**src/design/overlay_cmd_pkg.sv**
```systemverilog
`default_nettype none

package overlay_cmd_pkg;

    // Host command opcodes
    typedef enum logic [7:0] {
        op_reset        = 8'h00,
        op_mode         = 8'h01,
        op_flags        = 8'h02,
        op_scale        = 8'h03,
        op_offset_x     = 8'h04,
        op_offset_y     = 8'h05,
        op_transparency = 8'h06,
        op_clip_left    = 8'h07,
        op_clip_right   = 8'h08,
        op_clip_top     = 8'h09,
        op_clip_bottom  = 8'h0A,
        op_freeze       = 8'h0B,
        op_upload       = 8'h0C,
        op_nop          = 8'hFF
    } cmd_op_t;

    typedef enum logic [1:0] {
        await_cmd   = 2'd0,
        await_arg_1 = 2'd1,
        await_arg_2 = 2'd2,
        issue       = 2'd3
    } cmd_state_t;

    // Argument bytes that follow an opcode
    function automatic logic [1:0] arg_count(input logic [7:0] op);
        case (op)
            8'h01, 8'h02, 8'h03, 8'h06, 8'h0B, 8'h0C: return 2'd1;
            8'h04, 8'h05, 8'h07, 8'h08, 8'h09, 8'h0A: return 2'd2;
            default: return 2'd0;
        endcase
    endfunction

endpackage

`default_nettype wire

```
**src/design/overlay_mix_pkg.sv**
```systemverilog
`default_nettype none

package overlay_mix_pkg;

    // Compositing mode of the foreground layer
    typedef enum logic [1:0] {
        bg_only   = 2'd0,
        fg_opaque = 2'd1,
        fg_blend  = 2'd2,
        fg_keyed  = 2'd3
    } mix_mode_t;

    // Right shift applied to foreground coordinates
    localparam int scale_w = 2;

    typedef logic [scale_w-1:0] scale_t;

    localparam int max_scale_shift = 2**scale_w - 1;

endpackage

`default_nettype wire

```
**src/design/spi_byte_rx.sv**
```systemverilog
`default_nettype none

module spi_byte_rx (
    input  wire  clk,
    input  wire  arst_n,
    input  wire  sclk,
    input  wire  ss_n,
    input  wire  mosi,
    output logic miso,
    output logic spi_active,
    output logic [7:0] rx_byte,
    output logic rx_valid
);

    // Two sync stages plus a third sclk bit for edge detect
    logic [2:0] sclk_sync;
    logic [1:0] ss_sync;
    logic [1:0] mosi_sync;
    logic [2:0] bit_cnt;
    logic [6:0] shift_q;
    logic [7:0] echo_q;
    logic       in_frame;
    logic       sclk_rise;
    logic       sclk_fall;

    assign in_frame  = ~ss_sync[1];
    assign sclk_rise = sclk_sync[1] & ~sclk_sync[2];
    assign sclk_fall = ~sclk_sync[1] & sclk_sync[2];
    assign miso      = echo_q[7];

    always_ff @(posedge clk or negedge arst_n) begin
        if (!arst_n) begin
            sclk_sync  <= '0;
            ss_sync    <= 2'b11;
            mosi_sync  <= '0;
            bit_cnt    <= '0;
            echo_q     <= '0;
            spi_active <= 1'b0;
            rx_valid   <= 1'b0;
        end else begin
            sclk_sync  <= {sclk_sync[1:0], sclk};
            ss_sync    <= {ss_sync[0], ss_n};
            mosi_sync  <= {mosi_sync[0], mosi};
            spi_active <= in_frame;
            rx_valid   <= in_frame & sclk_rise & (bit_cnt == 3'd7);
            if (!in_frame) begin
                bit_cnt <= '0;
                echo_q  <= '0;
            end else begin
                if (sclk_rise) begin
                    bit_cnt <= bit_cnt + 3'd1;
                end
                // Counter at zero on a fall means a byte just finished
                if (sclk_fall) begin
                    echo_q <= (bit_cnt == 3'd0) ? rx_byte : {echo_q[6:0], 1'b0};
                end
            end
        end
    end

    always_ff @(posedge clk) begin
        if (in_frame && sclk_rise) begin
            shift_q <= {shift_q[5:0], mosi_sync[1]};
            if (bit_cnt == 3'd7) begin
                rx_byte <= {shift_q, mosi_sync[1]};
            end
        end
    end

    a_rx_in_frame: assert property (
        @(posedge clk) disable iff (!arst_n) rx_valid |-> spi_active && $past(spi_active)
    );

endmodule

`default_nettype wire

```
**src/design/overlay_cmd_decode.sv**
```systemverilog
`default_nettype none

module overlay_cmd_decode (
    input  wire        clk,
    input  wire        arst_n,
    input  wire        spi_active,
    input  wire  [7:0] rx_byte,
    input  wire        rx_valid,
    output logic       cmd_valid,
    output overlay_cmd_pkg::cmd_op_t cmd_op,
    output logic [15:0] cmd_arg
);

    overlay_cmd_pkg::cmd_state_t state;
    overlay_cmd_pkg::cmd_op_t    op_q;
    logic [15:0]                 arg_q;

    always_ff @(posedge clk or negedge arst_n) begin
        if (!arst_n) begin
            state <= overlay_cmd_pkg::await_cmd;
        end else if (!spi_active) begin
            // Frame ended, drop any partial command
            state <= overlay_cmd_pkg::await_cmd;
        end else begin
            case (state)
                overlay_cmd_pkg::await_cmd: begin
                    if (rx_valid) begin
                        if (overlay_cmd_pkg::arg_count(rx_byte) == 2'd0) begin
                            state <= overlay_cmd_pkg::issue;
                        end else begin
                            state <= overlay_cmd_pkg::await_arg_1;
                        end
                    end
                end
                overlay_cmd_pkg::await_arg_1: begin
                    if (rx_valid) begin
                        if (overlay_cmd_pkg::arg_count(op_q) == 2'd2) begin
                            state <= overlay_cmd_pkg::await_arg_2;
                        end else begin
                            state <= overlay_cmd_pkg::issue;
                        end
                    end
                end
                overlay_cmd_pkg::await_arg_2: begin
                    if (rx_valid) begin
                        state <= overlay_cmd_pkg::issue;
                    end
                end
                default: begin
                    state <= overlay_cmd_pkg::await_cmd;
                end
            endcase
        end
    end

    // High byte arrives first
    always_ff @(posedge clk) begin
        if (rx_valid) begin
            case (state)
                overlay_cmd_pkg::await_cmd: begin
                    op_q <= overlay_cmd_pkg::cmd_op_t'(rx_byte);
                end
                overlay_cmd_pkg::await_arg_1: begin
                    arg_q <= {8'h00, rx_byte};
                end
                overlay_cmd_pkg::await_arg_2: begin
                    arg_q <= {arg_q[7:0], rx_byte};
                end
                default: begin
                end
            endcase
        end
    end

    assign cmd_valid = (state == overlay_cmd_pkg::issue);
    assign cmd_op    = op_q;
    assign cmd_arg   = arg_q;

    a_single_issue: assert property (
        @(posedge clk) disable iff (!arst_n) cmd_valid |=> !cmd_valid
    );

endmodule

`default_nettype wire

```
**src/design/overlay_ctrl_regs.sv**
```systemverilog
`default_nettype none

module overlay_ctrl_regs #(
    parameter int PRECISION              = 11,
    parameter int TRANSPARENCY_PRECISION = 3
) (
    input  wire         clk,
    input  wire         arst_n,
    input  wire         cmd_valid,
    input  wire overlay_cmd_pkg::cmd_op_t cmd_op,
    input  wire  [15:0] cmd_arg,
    output overlay_mix_pkg::mix_mode_t mode,
    output overlay_mix_pkg::scale_t    scale,
    output logic signed [PRECISION:0]  offset_x,
    output logic signed [PRECISION:0]  offset_y,
    output logic [PRECISION-1:0]       clip_left,
    output logic [PRECISION-1:0]       clip_right,
    output logic [PRECISION-1:0]       clip_top,
    output logic [PRECISION-1:0]       clip_bottom,
    output logic [TRANSPARENCY_PRECISION-1:0] transparency
);

    always_ff @(posedge clk or negedge arst_n) begin
        if (!arst_n) begin
            mode         <= overlay_mix_pkg::bg_only;
            scale        <= '0;
            offset_x     <= '0;
            offset_y     <= '0;
            clip_left    <= '0;
            clip_right   <= '0;
            clip_top     <= '0;
            clip_bottom  <= '0;
            transparency <= '0;
        end else if (cmd_valid) begin
            case (cmd_op)
                // Transparency survives the reset command
                overlay_cmd_pkg::op_reset: begin
                    mode        <= overlay_mix_pkg::bg_only;
                    scale       <= '0;
                    offset_x    <= '0;
                    offset_y    <= '0;
                    clip_left   <= '0;
                    clip_right  <= '0;
                    clip_top    <= '0;
                    clip_bottom <= '0;
                end
                overlay_cmd_pkg::op_mode: begin
                    mode <= overlay_mix_pkg::mix_mode_t'(cmd_arg[1:0]);
                end
                overlay_cmd_pkg::op_scale: scale <= cmd_arg[overlay_mix_pkg::scale_w-1:0];
                overlay_cmd_pkg::op_offset_x: offset_x <= cmd_arg[PRECISION:0];
                overlay_cmd_pkg::op_offset_y: offset_y <= cmd_arg[PRECISION:0];
                overlay_cmd_pkg::op_transparency: begin
                    transparency <= cmd_arg[TRANSPARENCY_PRECISION-1:0];
                end
                overlay_cmd_pkg::op_clip_left: clip_left <= cmd_arg[PRECISION-1:0];
                overlay_cmd_pkg::op_clip_right: clip_right <= cmd_arg[PRECISION-1:0];
                overlay_cmd_pkg::op_clip_top: clip_top <= cmd_arg[PRECISION-1:0];
                overlay_cmd_pkg::op_clip_bottom: clip_bottom <= cmd_arg[PRECISION-1:0];
                // Flags, freeze, upload and no-op are accepted and ignored
                default: begin
                end
            endcase
        end
    end

endmodule

`default_nettype wire

```
**src/design/overlay_pixel_mix.sv**
```systemverilog
`default_nettype none

module overlay_pixel_mix #(
    parameter int PRECISION              = 11,
    parameter int TRANSPARENCY_PRECISION = 3,
    parameter int PIXEL_W                = 8
) (
    input  wire         clk,
    input  wire         arst_n,
    input  wire overlay_mix_pkg::mix_mode_t mode,
    input  wire overlay_mix_pkg::scale_t    scale,
    input  wire signed [PRECISION:0]        offset_x,
    input  wire signed [PRECISION:0]        offset_y,
    input  wire [PRECISION-1:0]             clip_left,
    input  wire [PRECISION-1:0]             clip_right,
    input  wire [PRECISION-1:0]             clip_top,
    input  wire [PRECISION-1:0]             clip_bottom,
    input  wire [TRANSPARENCY_PRECISION-1:0] transparency,
    input  wire                 pix_valid,
    input  wire [PRECISION-1:0] pix_x,
    input  wire [PRECISION-1:0] pix_y,
    input  wire [PIXEL_W-1:0]   bg_pixel,
    input  wire [PIXEL_W-1:0]   fg_pixel,
    output logic                 out_valid,
    output logic [PIXEL_W-1:0]   out_pixel,
    output logic [PRECISION-1:0] fg_fetch_x,
    output logic [PRECISION-1:0] fg_fetch_y,
    output logic                 in_window
);

    localparam int BLEND_W = PIXEL_W + TRANSPARENCY_PRECISION + 1;

    logic signed [PRECISION+1:0]        diff_x;
    logic signed [PRECISION+1:0]        diff_y;
    logic signed [PRECISION+1:0]        scaled_x;
    logic signed [PRECISION+1:0]        scaled_y;
    logic [TRANSPARENCY_PRECISION:0]    fg_weight;
    logic [BLEND_W-1:0]                 blend_sum;
    logic                               win;
    logic [PIXEL_W-1:0]                 mix_pixel;

    // Pixel position relative to the foreground origin with one guard bit
    assign diff_x   = $signed({2'b00, pix_x}) - $signed({offset_x[PRECISION], offset_x});
    assign diff_y   = $signed({2'b00, pix_y}) - $signed({offset_y[PRECISION], offset_y});
    assign scaled_x = diff_x >>> scale;
    assign scaled_y = diff_y >>> scale;

    assign win = (pix_x >= clip_left) && (pix_x < clip_right) &&
                 (pix_y >= clip_top) && (pix_y < clip_bottom);

    // Transparency weights the background
    assign fg_weight = {1'b1, {TRANSPARENCY_PRECISION{1'b0}}} - {1'b0, transparency};
    assign blend_sum = BLEND_W'(bg_pixel) * BLEND_W'(transparency) +
                       BLEND_W'(fg_pixel) * BLEND_W'(fg_weight);

    always_comb begin
        mix_pixel = bg_pixel;
        if (win) begin
            case (mode)
                overlay_mix_pkg::fg_opaque: mix_pixel = fg_pixel;
                overlay_mix_pkg::fg_blend: mix_pixel = blend_sum[TRANSPARENCY_PRECISION +: PIXEL_W];
                overlay_mix_pkg::fg_keyed: begin
                    if (fg_pixel != '0) begin
                        mix_pixel = fg_pixel;
                    end
                end
                default: mix_pixel = bg_pixel;
            endcase
        end
    end

    always_ff @(posedge clk or negedge arst_n) begin
        if (!arst_n) begin
            out_valid <= 1'b0;
        end else begin
            out_valid <= pix_valid;
        end
    end

    always_ff @(posedge clk) begin
        if (pix_valid) begin
            out_pixel  <= mix_pixel;
            fg_fetch_x <= scaled_x[PRECISION-1:0];
            fg_fetch_y <= scaled_y[PRECISION-1:0];
            in_window  <= win;
        end
    end

    // Background passes through outside the window in every mode
    a_bg_outside_window: assert property (
        @(posedge clk) disable iff (!arst_n)
            out_valid && !in_window |-> out_pixel == $past(bg_pixel)
    );

endmodule

`default_nettype wire

```
**src/design/overlay_ctrl_top.sv**
```systemverilog
`default_nettype none

module overlay_ctrl_top #(
    parameter int PRECISION              = 11,
    parameter int TRANSPARENCY_PRECISION = 3,
    parameter int PIXEL_W                = 8
) (
    input  wire                  clk,
    input  wire                  arst_n,
    input  wire                  spi_sclk,
    input  wire                  spi_ss_n,
    input  wire                  spi_mosi,
    output logic                 spi_miso,
    input  wire                  pix_valid,
    input  wire  [PRECISION-1:0] pix_x,
    input  wire  [PRECISION-1:0] pix_y,
    input  wire  [PIXEL_W-1:0]   bg_pixel,
    input  wire  [PIXEL_W-1:0]   fg_pixel,
    output logic                 out_valid,
    output logic [PIXEL_W-1:0]   out_pixel,
    output logic [PRECISION-1:0] fg_fetch_x,
    output logic [PRECISION-1:0] fg_fetch_y,
    output logic                 in_window
);

    logic                       spi_active;
    logic [7:0]                 rx_byte;
    logic                       rx_valid;
    logic                       cmd_valid;
    overlay_cmd_pkg::cmd_op_t   cmd_op;
    logic [15:0]                cmd_arg;
    overlay_mix_pkg::mix_mode_t mode;
    overlay_mix_pkg::scale_t    scale;
    logic signed [PRECISION:0]  offset_x;
    logic signed [PRECISION:0]  offset_y;
    logic [PRECISION-1:0]       clip_left;
    logic [PRECISION-1:0]       clip_right;
    logic [PRECISION-1:0]       clip_top;
    logic [PRECISION-1:0]       clip_bottom;
    logic [TRANSPARENCY_PRECISION-1:0] transparency;

    spi_byte_rx u_rx (
        .clk(clk), .arst_n(arst_n),
        .sclk(spi_sclk), .ss_n(spi_ss_n), .mosi(spi_mosi), .miso(spi_miso),
        .spi_active(spi_active), .rx_byte(rx_byte), .rx_valid(rx_valid)
    );

    overlay_cmd_decode u_decode (
        .clk(clk), .arst_n(arst_n),
        .spi_active(spi_active), .rx_byte(rx_byte), .rx_valid(rx_valid),
        .cmd_valid(cmd_valid), .cmd_op(cmd_op), .cmd_arg(cmd_arg)
    );

    overlay_ctrl_regs #(
        .PRECISION(PRECISION),
        .TRANSPARENCY_PRECISION(TRANSPARENCY_PRECISION)
    ) u_regs (
        .clk(clk), .arst_n(arst_n),
        .cmd_valid(cmd_valid), .cmd_op(cmd_op), .cmd_arg(cmd_arg),
        .mode(mode), .scale(scale), .offset_x(offset_x), .offset_y(offset_y),
        .clip_left(clip_left), .clip_right(clip_right),
        .clip_top(clip_top), .clip_bottom(clip_bottom),
        .transparency(transparency)
    );

    overlay_pixel_mix #(
        .PRECISION(PRECISION),
        .TRANSPARENCY_PRECISION(TRANSPARENCY_PRECISION),
        .PIXEL_W(PIXEL_W)
    ) u_mix (
        .clk(clk), .arst_n(arst_n),
        .mode(mode), .scale(scale), .offset_x(offset_x), .offset_y(offset_y),
        .clip_left(clip_left), .clip_right(clip_right),
        .clip_top(clip_top), .clip_bottom(clip_bottom),
        .transparency(transparency),
        .pix_valid(pix_valid), .pix_x(pix_x), .pix_y(pix_y),
        .bg_pixel(bg_pixel), .fg_pixel(fg_pixel),
        .out_valid(out_valid), .out_pixel(out_pixel),
        .fg_fetch_x(fg_fetch_x), .fg_fetch_y(fg_fetch_y), .in_window(in_window)
    );

endmodule

`default_nettype wire

```
**config.mk**
```make
export PLATFORM = sky130hd
export DESIGN_NAME = overlay_ctrl_top
export DESIGN_NICKNAME = d
export VERILOG_FILES = /design/src/design/overlay_cmd_pkg.sv /design/src/design/overlay_mix_pkg.sv /design/src/design/spi_byte_rx.sv /design/src/design/overlay_cmd_decode.sv /design/src/design/overlay_ctrl_regs.sv /design/src/design/overlay_pixel_mix.sv /design/src/design/overlay_ctrl_top.sv
export SDC_FILE = /design/constraint.sdc
export NUM_CORES = 1
export LEC_CHECK = 0
export BUFFER_PORTS_ARGS = -buffer_cell sky130_fd_sc_hd__buf_4
export CAP_MARGIN = 25
export CORE_ASPECT_RATIO = 1.25
export CORE_UTILIZATION = 62
export CTS_CLUSTER_DIAMETER = 120
export DETAILED_ROUTE_END_ITERATION = 7
export MAX_ROUTING_LAYER = met4
export PLACE_DENSITY = 0.78
export SLEW_MARGIN = 20
export SYNTH_ARGS = -nofsm -noshare
export SYNTH_HDL_FRONTEND = slang
export SYNTH_SLANG_ARGS = --single-unit
export TNS_END_PERCENT = 100
```
**constraint.sdc**
```tcl
create_clock -name clk -period 7.1 [get_ports clk]
set_input_delay 0.355 -clock clk [delete_from_list [all_inputs] [get_ports clk]]
set_output_delay 0.355 -clock clk [all_outputs]
set_load 0.02 [all_outputs]
```
==> flow_metrics.py <==
metrics = {
    "sta": {
        "setup_ws_ns": 1.32,
        "rsz0062_at_grt": "no",
        "max_freq_mhz": 173,
        "finalHoldViolations": 0,
        "clock_skew_ns": 0.00856,
        "setup_viol": 0,
        "worstMarginPinSlew_ns": 0.996,
        "maxSlewViolCount": 0,
        "tns_ns": 0,
        "slew_headroom_pct": 33.3,
        "finalCritPeriodShare_pct": 81.3,
        "finalCriticalPeriod_ns": 5.78,
    },
    "clock_network": {
        "cts_tree": "yes",
        "cts_buffer_depth": 2,
        "clk_pin_slew_ns": 0.06,
        "clock_sinks": 168,
        "cts_made_buffers": 17,
        "holdBufCountCts": 1,
        "ctsResizeCount": 0,
        "htree_levels": 4,
        "insertion_delay_ns": 0.43,
        "post_cts_buffers": 0,
        "cts_root_buffer": "clkbuf_16",
    },
    "detailed_routing": {
        "drt-initial-drc-count": 555,
        "ant_nets": 0,
        "wl_per_cell_um": 17.0,
        "wl_um": 22400,
        "via_per_inst": 5.87,
        "vias": 7735,
        "route.detailed.drc": 0,
        "first_pass_iters": 5,
    },
    "power_and_ir_drop": {
        "p_clk_share_pct": 40.6,
        "cellLeakagePower_nw": 5.28,
        "powerDensity_nw_per_um2": 178,
        "max-vdd-ir-drop_uv": 208,
        "p_switching_uw": 524,
        "combPwrFrac_pct": 10.8,
        "p_int_mw": 1.61,
        "switching_share_pct": 24.5,
        "share_seq_of_total_power_pct": 48.6,
    },
    "cells_and_area": {
        "num_antenna_cells": 0,
        "nets": 1252,
        "syn_to_final_growth_pct": 12.2,
        "layout-drive-gt1-share_pct": 12.8,
        "nFillCells": 1247,
    },
    "worst_setup_path": {
        "ff2ff_setup_slack_ns": 1.32,
        "critical-path-max-stage-delay_ns": 0.69,
        "crit_arrival_ns": 5.95,
        "critPathLaunchType": "flip-flop",
        "path_class": "reg2reg",
        "cp_num_buf_inv": 3,
        "worst-path-max-fanout": 18,
        "crit_top_cell": "fa_1",
        "critPathRequiredTime_ns": 7.27,
        "path_cells": "inv_1 > ha_1 > xnor2_1 > and2_1 > fa_1 > fa_1 > fa_1 > inv_1 > fa_1 > inv_1 > ha_1 > nand2_1 > or3_4 > and3_4 > o211ai_1 > o211ai_2 > mux2i_1 > a311o_1",
        "cpLargestDelayFamily": "adder cells",
        "slowest_stage": "dfrtp_1",
        "critPathCaptureType": "flip-flop",
    },
    "logic_synthesis": {
        "async_flop_share_pct": 58.3,
        "ys_top_cells_by_area": "dfrtp_1 22%, edfxtp_1 18%, ha_1 11%",
        "synth-main-ff-cell": "dfrtp_1",
        "syn_nets": 1187,
        "syn_avg_cell_area_um2": 10.5,
        "synthesis.instances": 1019,
        "yosys.cell_count.top_type": "inv_1",
        "synth_top_area_share_pct": 22.4,
        "netlist_area_um2": 10700,
        "synthDistinctLibCells": 77,
        "ys_warn_count": 0,
        "ys_seq_area_share_pct": 42.2,
        "synth_edf_count": 66,
        "synth_common_cells": "132 x inv_1, 96 x dfrtp_1, 93 x nand2_1",
        "yosys.area.top_type": "dfrtp_1",
        "ys_seq_elements": 168,
    },
    "min_path": {
        "hold_class": "in2reg",
    },
    "outcome": {
        "status": "finished clean",
    },
    "global_route": {
        "grt_max_degree": 55,
        "grtUsageTotal_pct": 27.8,
        "grt_pass1_wl_um": 37200,
        "antenna_found_initial": 0,
        "grt_pass1_vias": 7449,
        "gr-total-overflow": 0,
    },
    "floorplan": {
        "io_pins": 77,
        "num_rows": 53,
        "die_w_um": 120,
        "die_y_um": 149,
        "die_area_um2": 17800,
        "start_util_pct": 63.6,
        "coreArea_um2": 16800,
    },
    "placed_design": {
        "port_buffers": 76,
        "pre_cts_slack_ns": 1.33,
        "dp_hpwl_um": 17100,
        "gp_congestion": 0.874,
    },
    "job": {
        "cap_violations": 0,
    },
}
logic make-up (layout without fill, tap and decap cells):
family	Yosys count	after routing	synth area share (%)
fa+ha+maj	124	124	16.9
simple gates	258	258	12.2
compound gates	230	230	15.8
buf+inv	167	245	5.91
xor+xnor	24	24	1.96
mux	48	48	5.16
flops	168	168	42.2
per-stage QoR:
step | cells | utilization (%) | power, mW | area, um^2 | hold WS, ns
2_1_floorplan | 1019 | - | 1.19 | 10700 | 0.0594
3_3_place_gp | 1284 | 68.0 | 1.28 | 11500 | 0.332
3_5_place_dp | 1284 | 68.0 | 1.29 | 11500 | 0.337
4_1_cts | 1317 | 71.4 | 2.15 | 12000 | 0.0177
5_1_grt | 1317 | 71.4 | 2.22 | 12000 | 0.0157
6_report | 1317 | 71.4 | 2.14 | 12000 | 0.0333
flip-flops by register name, summed over array words and instances (netlist names), 8 cells and up, named ones only:
signal and cells:
u_rx.echo_q 8, u_regs.clip_top 11, u_regs.clip_left 11, u_regs.offset_y 12
u_decode.cmd_arg 12, u_regs.clip_bottom 11, u_regs.offset_x 12, u_rx.rx_byte 8
u_mix.out_pixel 8, u_regs.clip_right 11, u_mix.fg_fetch_x 11, u_decode.cmd_op 8
u_mix.fg_fetch_y 11
metal layers:
layer  part of all wire [%]  wire length [um]  global-route usage (%)  vias to the layer above
met3                    5.1              1140                    4.01                       28
met4                    1.6               367                    8.25                        0
met2                     49             10900                    45.6                      227
met5                      0                 0                       -                        -
li1                       -                 -                       -                     3720
met1                     44              9970                    35.9                     3760
layout by cell type, fill, tap and decap left out, types with 17 or more instances in the layout:
cell       Yosys  routed
buf_4          1      80
dfrtp_1       96      96
o21ai_0       44      44
a21oi_1       31      31
edfxtp_1      66      66
and2_1        37      37
ha_1          90      90
clkbuf_16      0      17
mux2i_1       35      35
nor2_1        51      51
a22o_1        70      70
fa_1          34      34
inv_1        132     132
xnor2_1       19      19
nand2_1       93      93
power by group through the flow:
stage	Sequential, mW	Clock [mW]	Combinational, mW
global placement	1.06	0	0.224
floorplan	1.08	0	0.117
finish	1.04	0.868	0.231
detailed placement	1.06	0	0.229
CTS	1.04	0.882	0.231
global route	1.04	0.922	0.257
path summary, 6_finish.rpt:
kind	startpoint	endpoint	cells past startpoint
setup reg to reg	u_regs.transparency[0]	u_mix.out_pixel[7]	18
hold / removal	spi_ss_n	u_rx.ss_sync[0]	1
max in group asynchronous	arst_n	u_rx.sclk_sync[1]	3
min in group asynchronous	arst_n	u_mix.out_valid	2
setup / recovery	u_regs.transparency[0]	u_mix.out_pixel[7]	18
hold reg to reg	u_rx.mosi_sync[0]	u_rx.mosi_sync[1]	0
area by class of cell:
cell class                 instances  area (um^2)  share of cell area, %
clock buffer                      18          429                   3.57
sequential                       168         4520                   37.6
clock inverter                    14          125                   1.04
multi-input combinational        684         5570                   46.3
tap                              220          275                   2.29
inverter                         132          495                   4.12
timing repair buffer              81          611                   5.08
(Power assumes the default switching activity.)
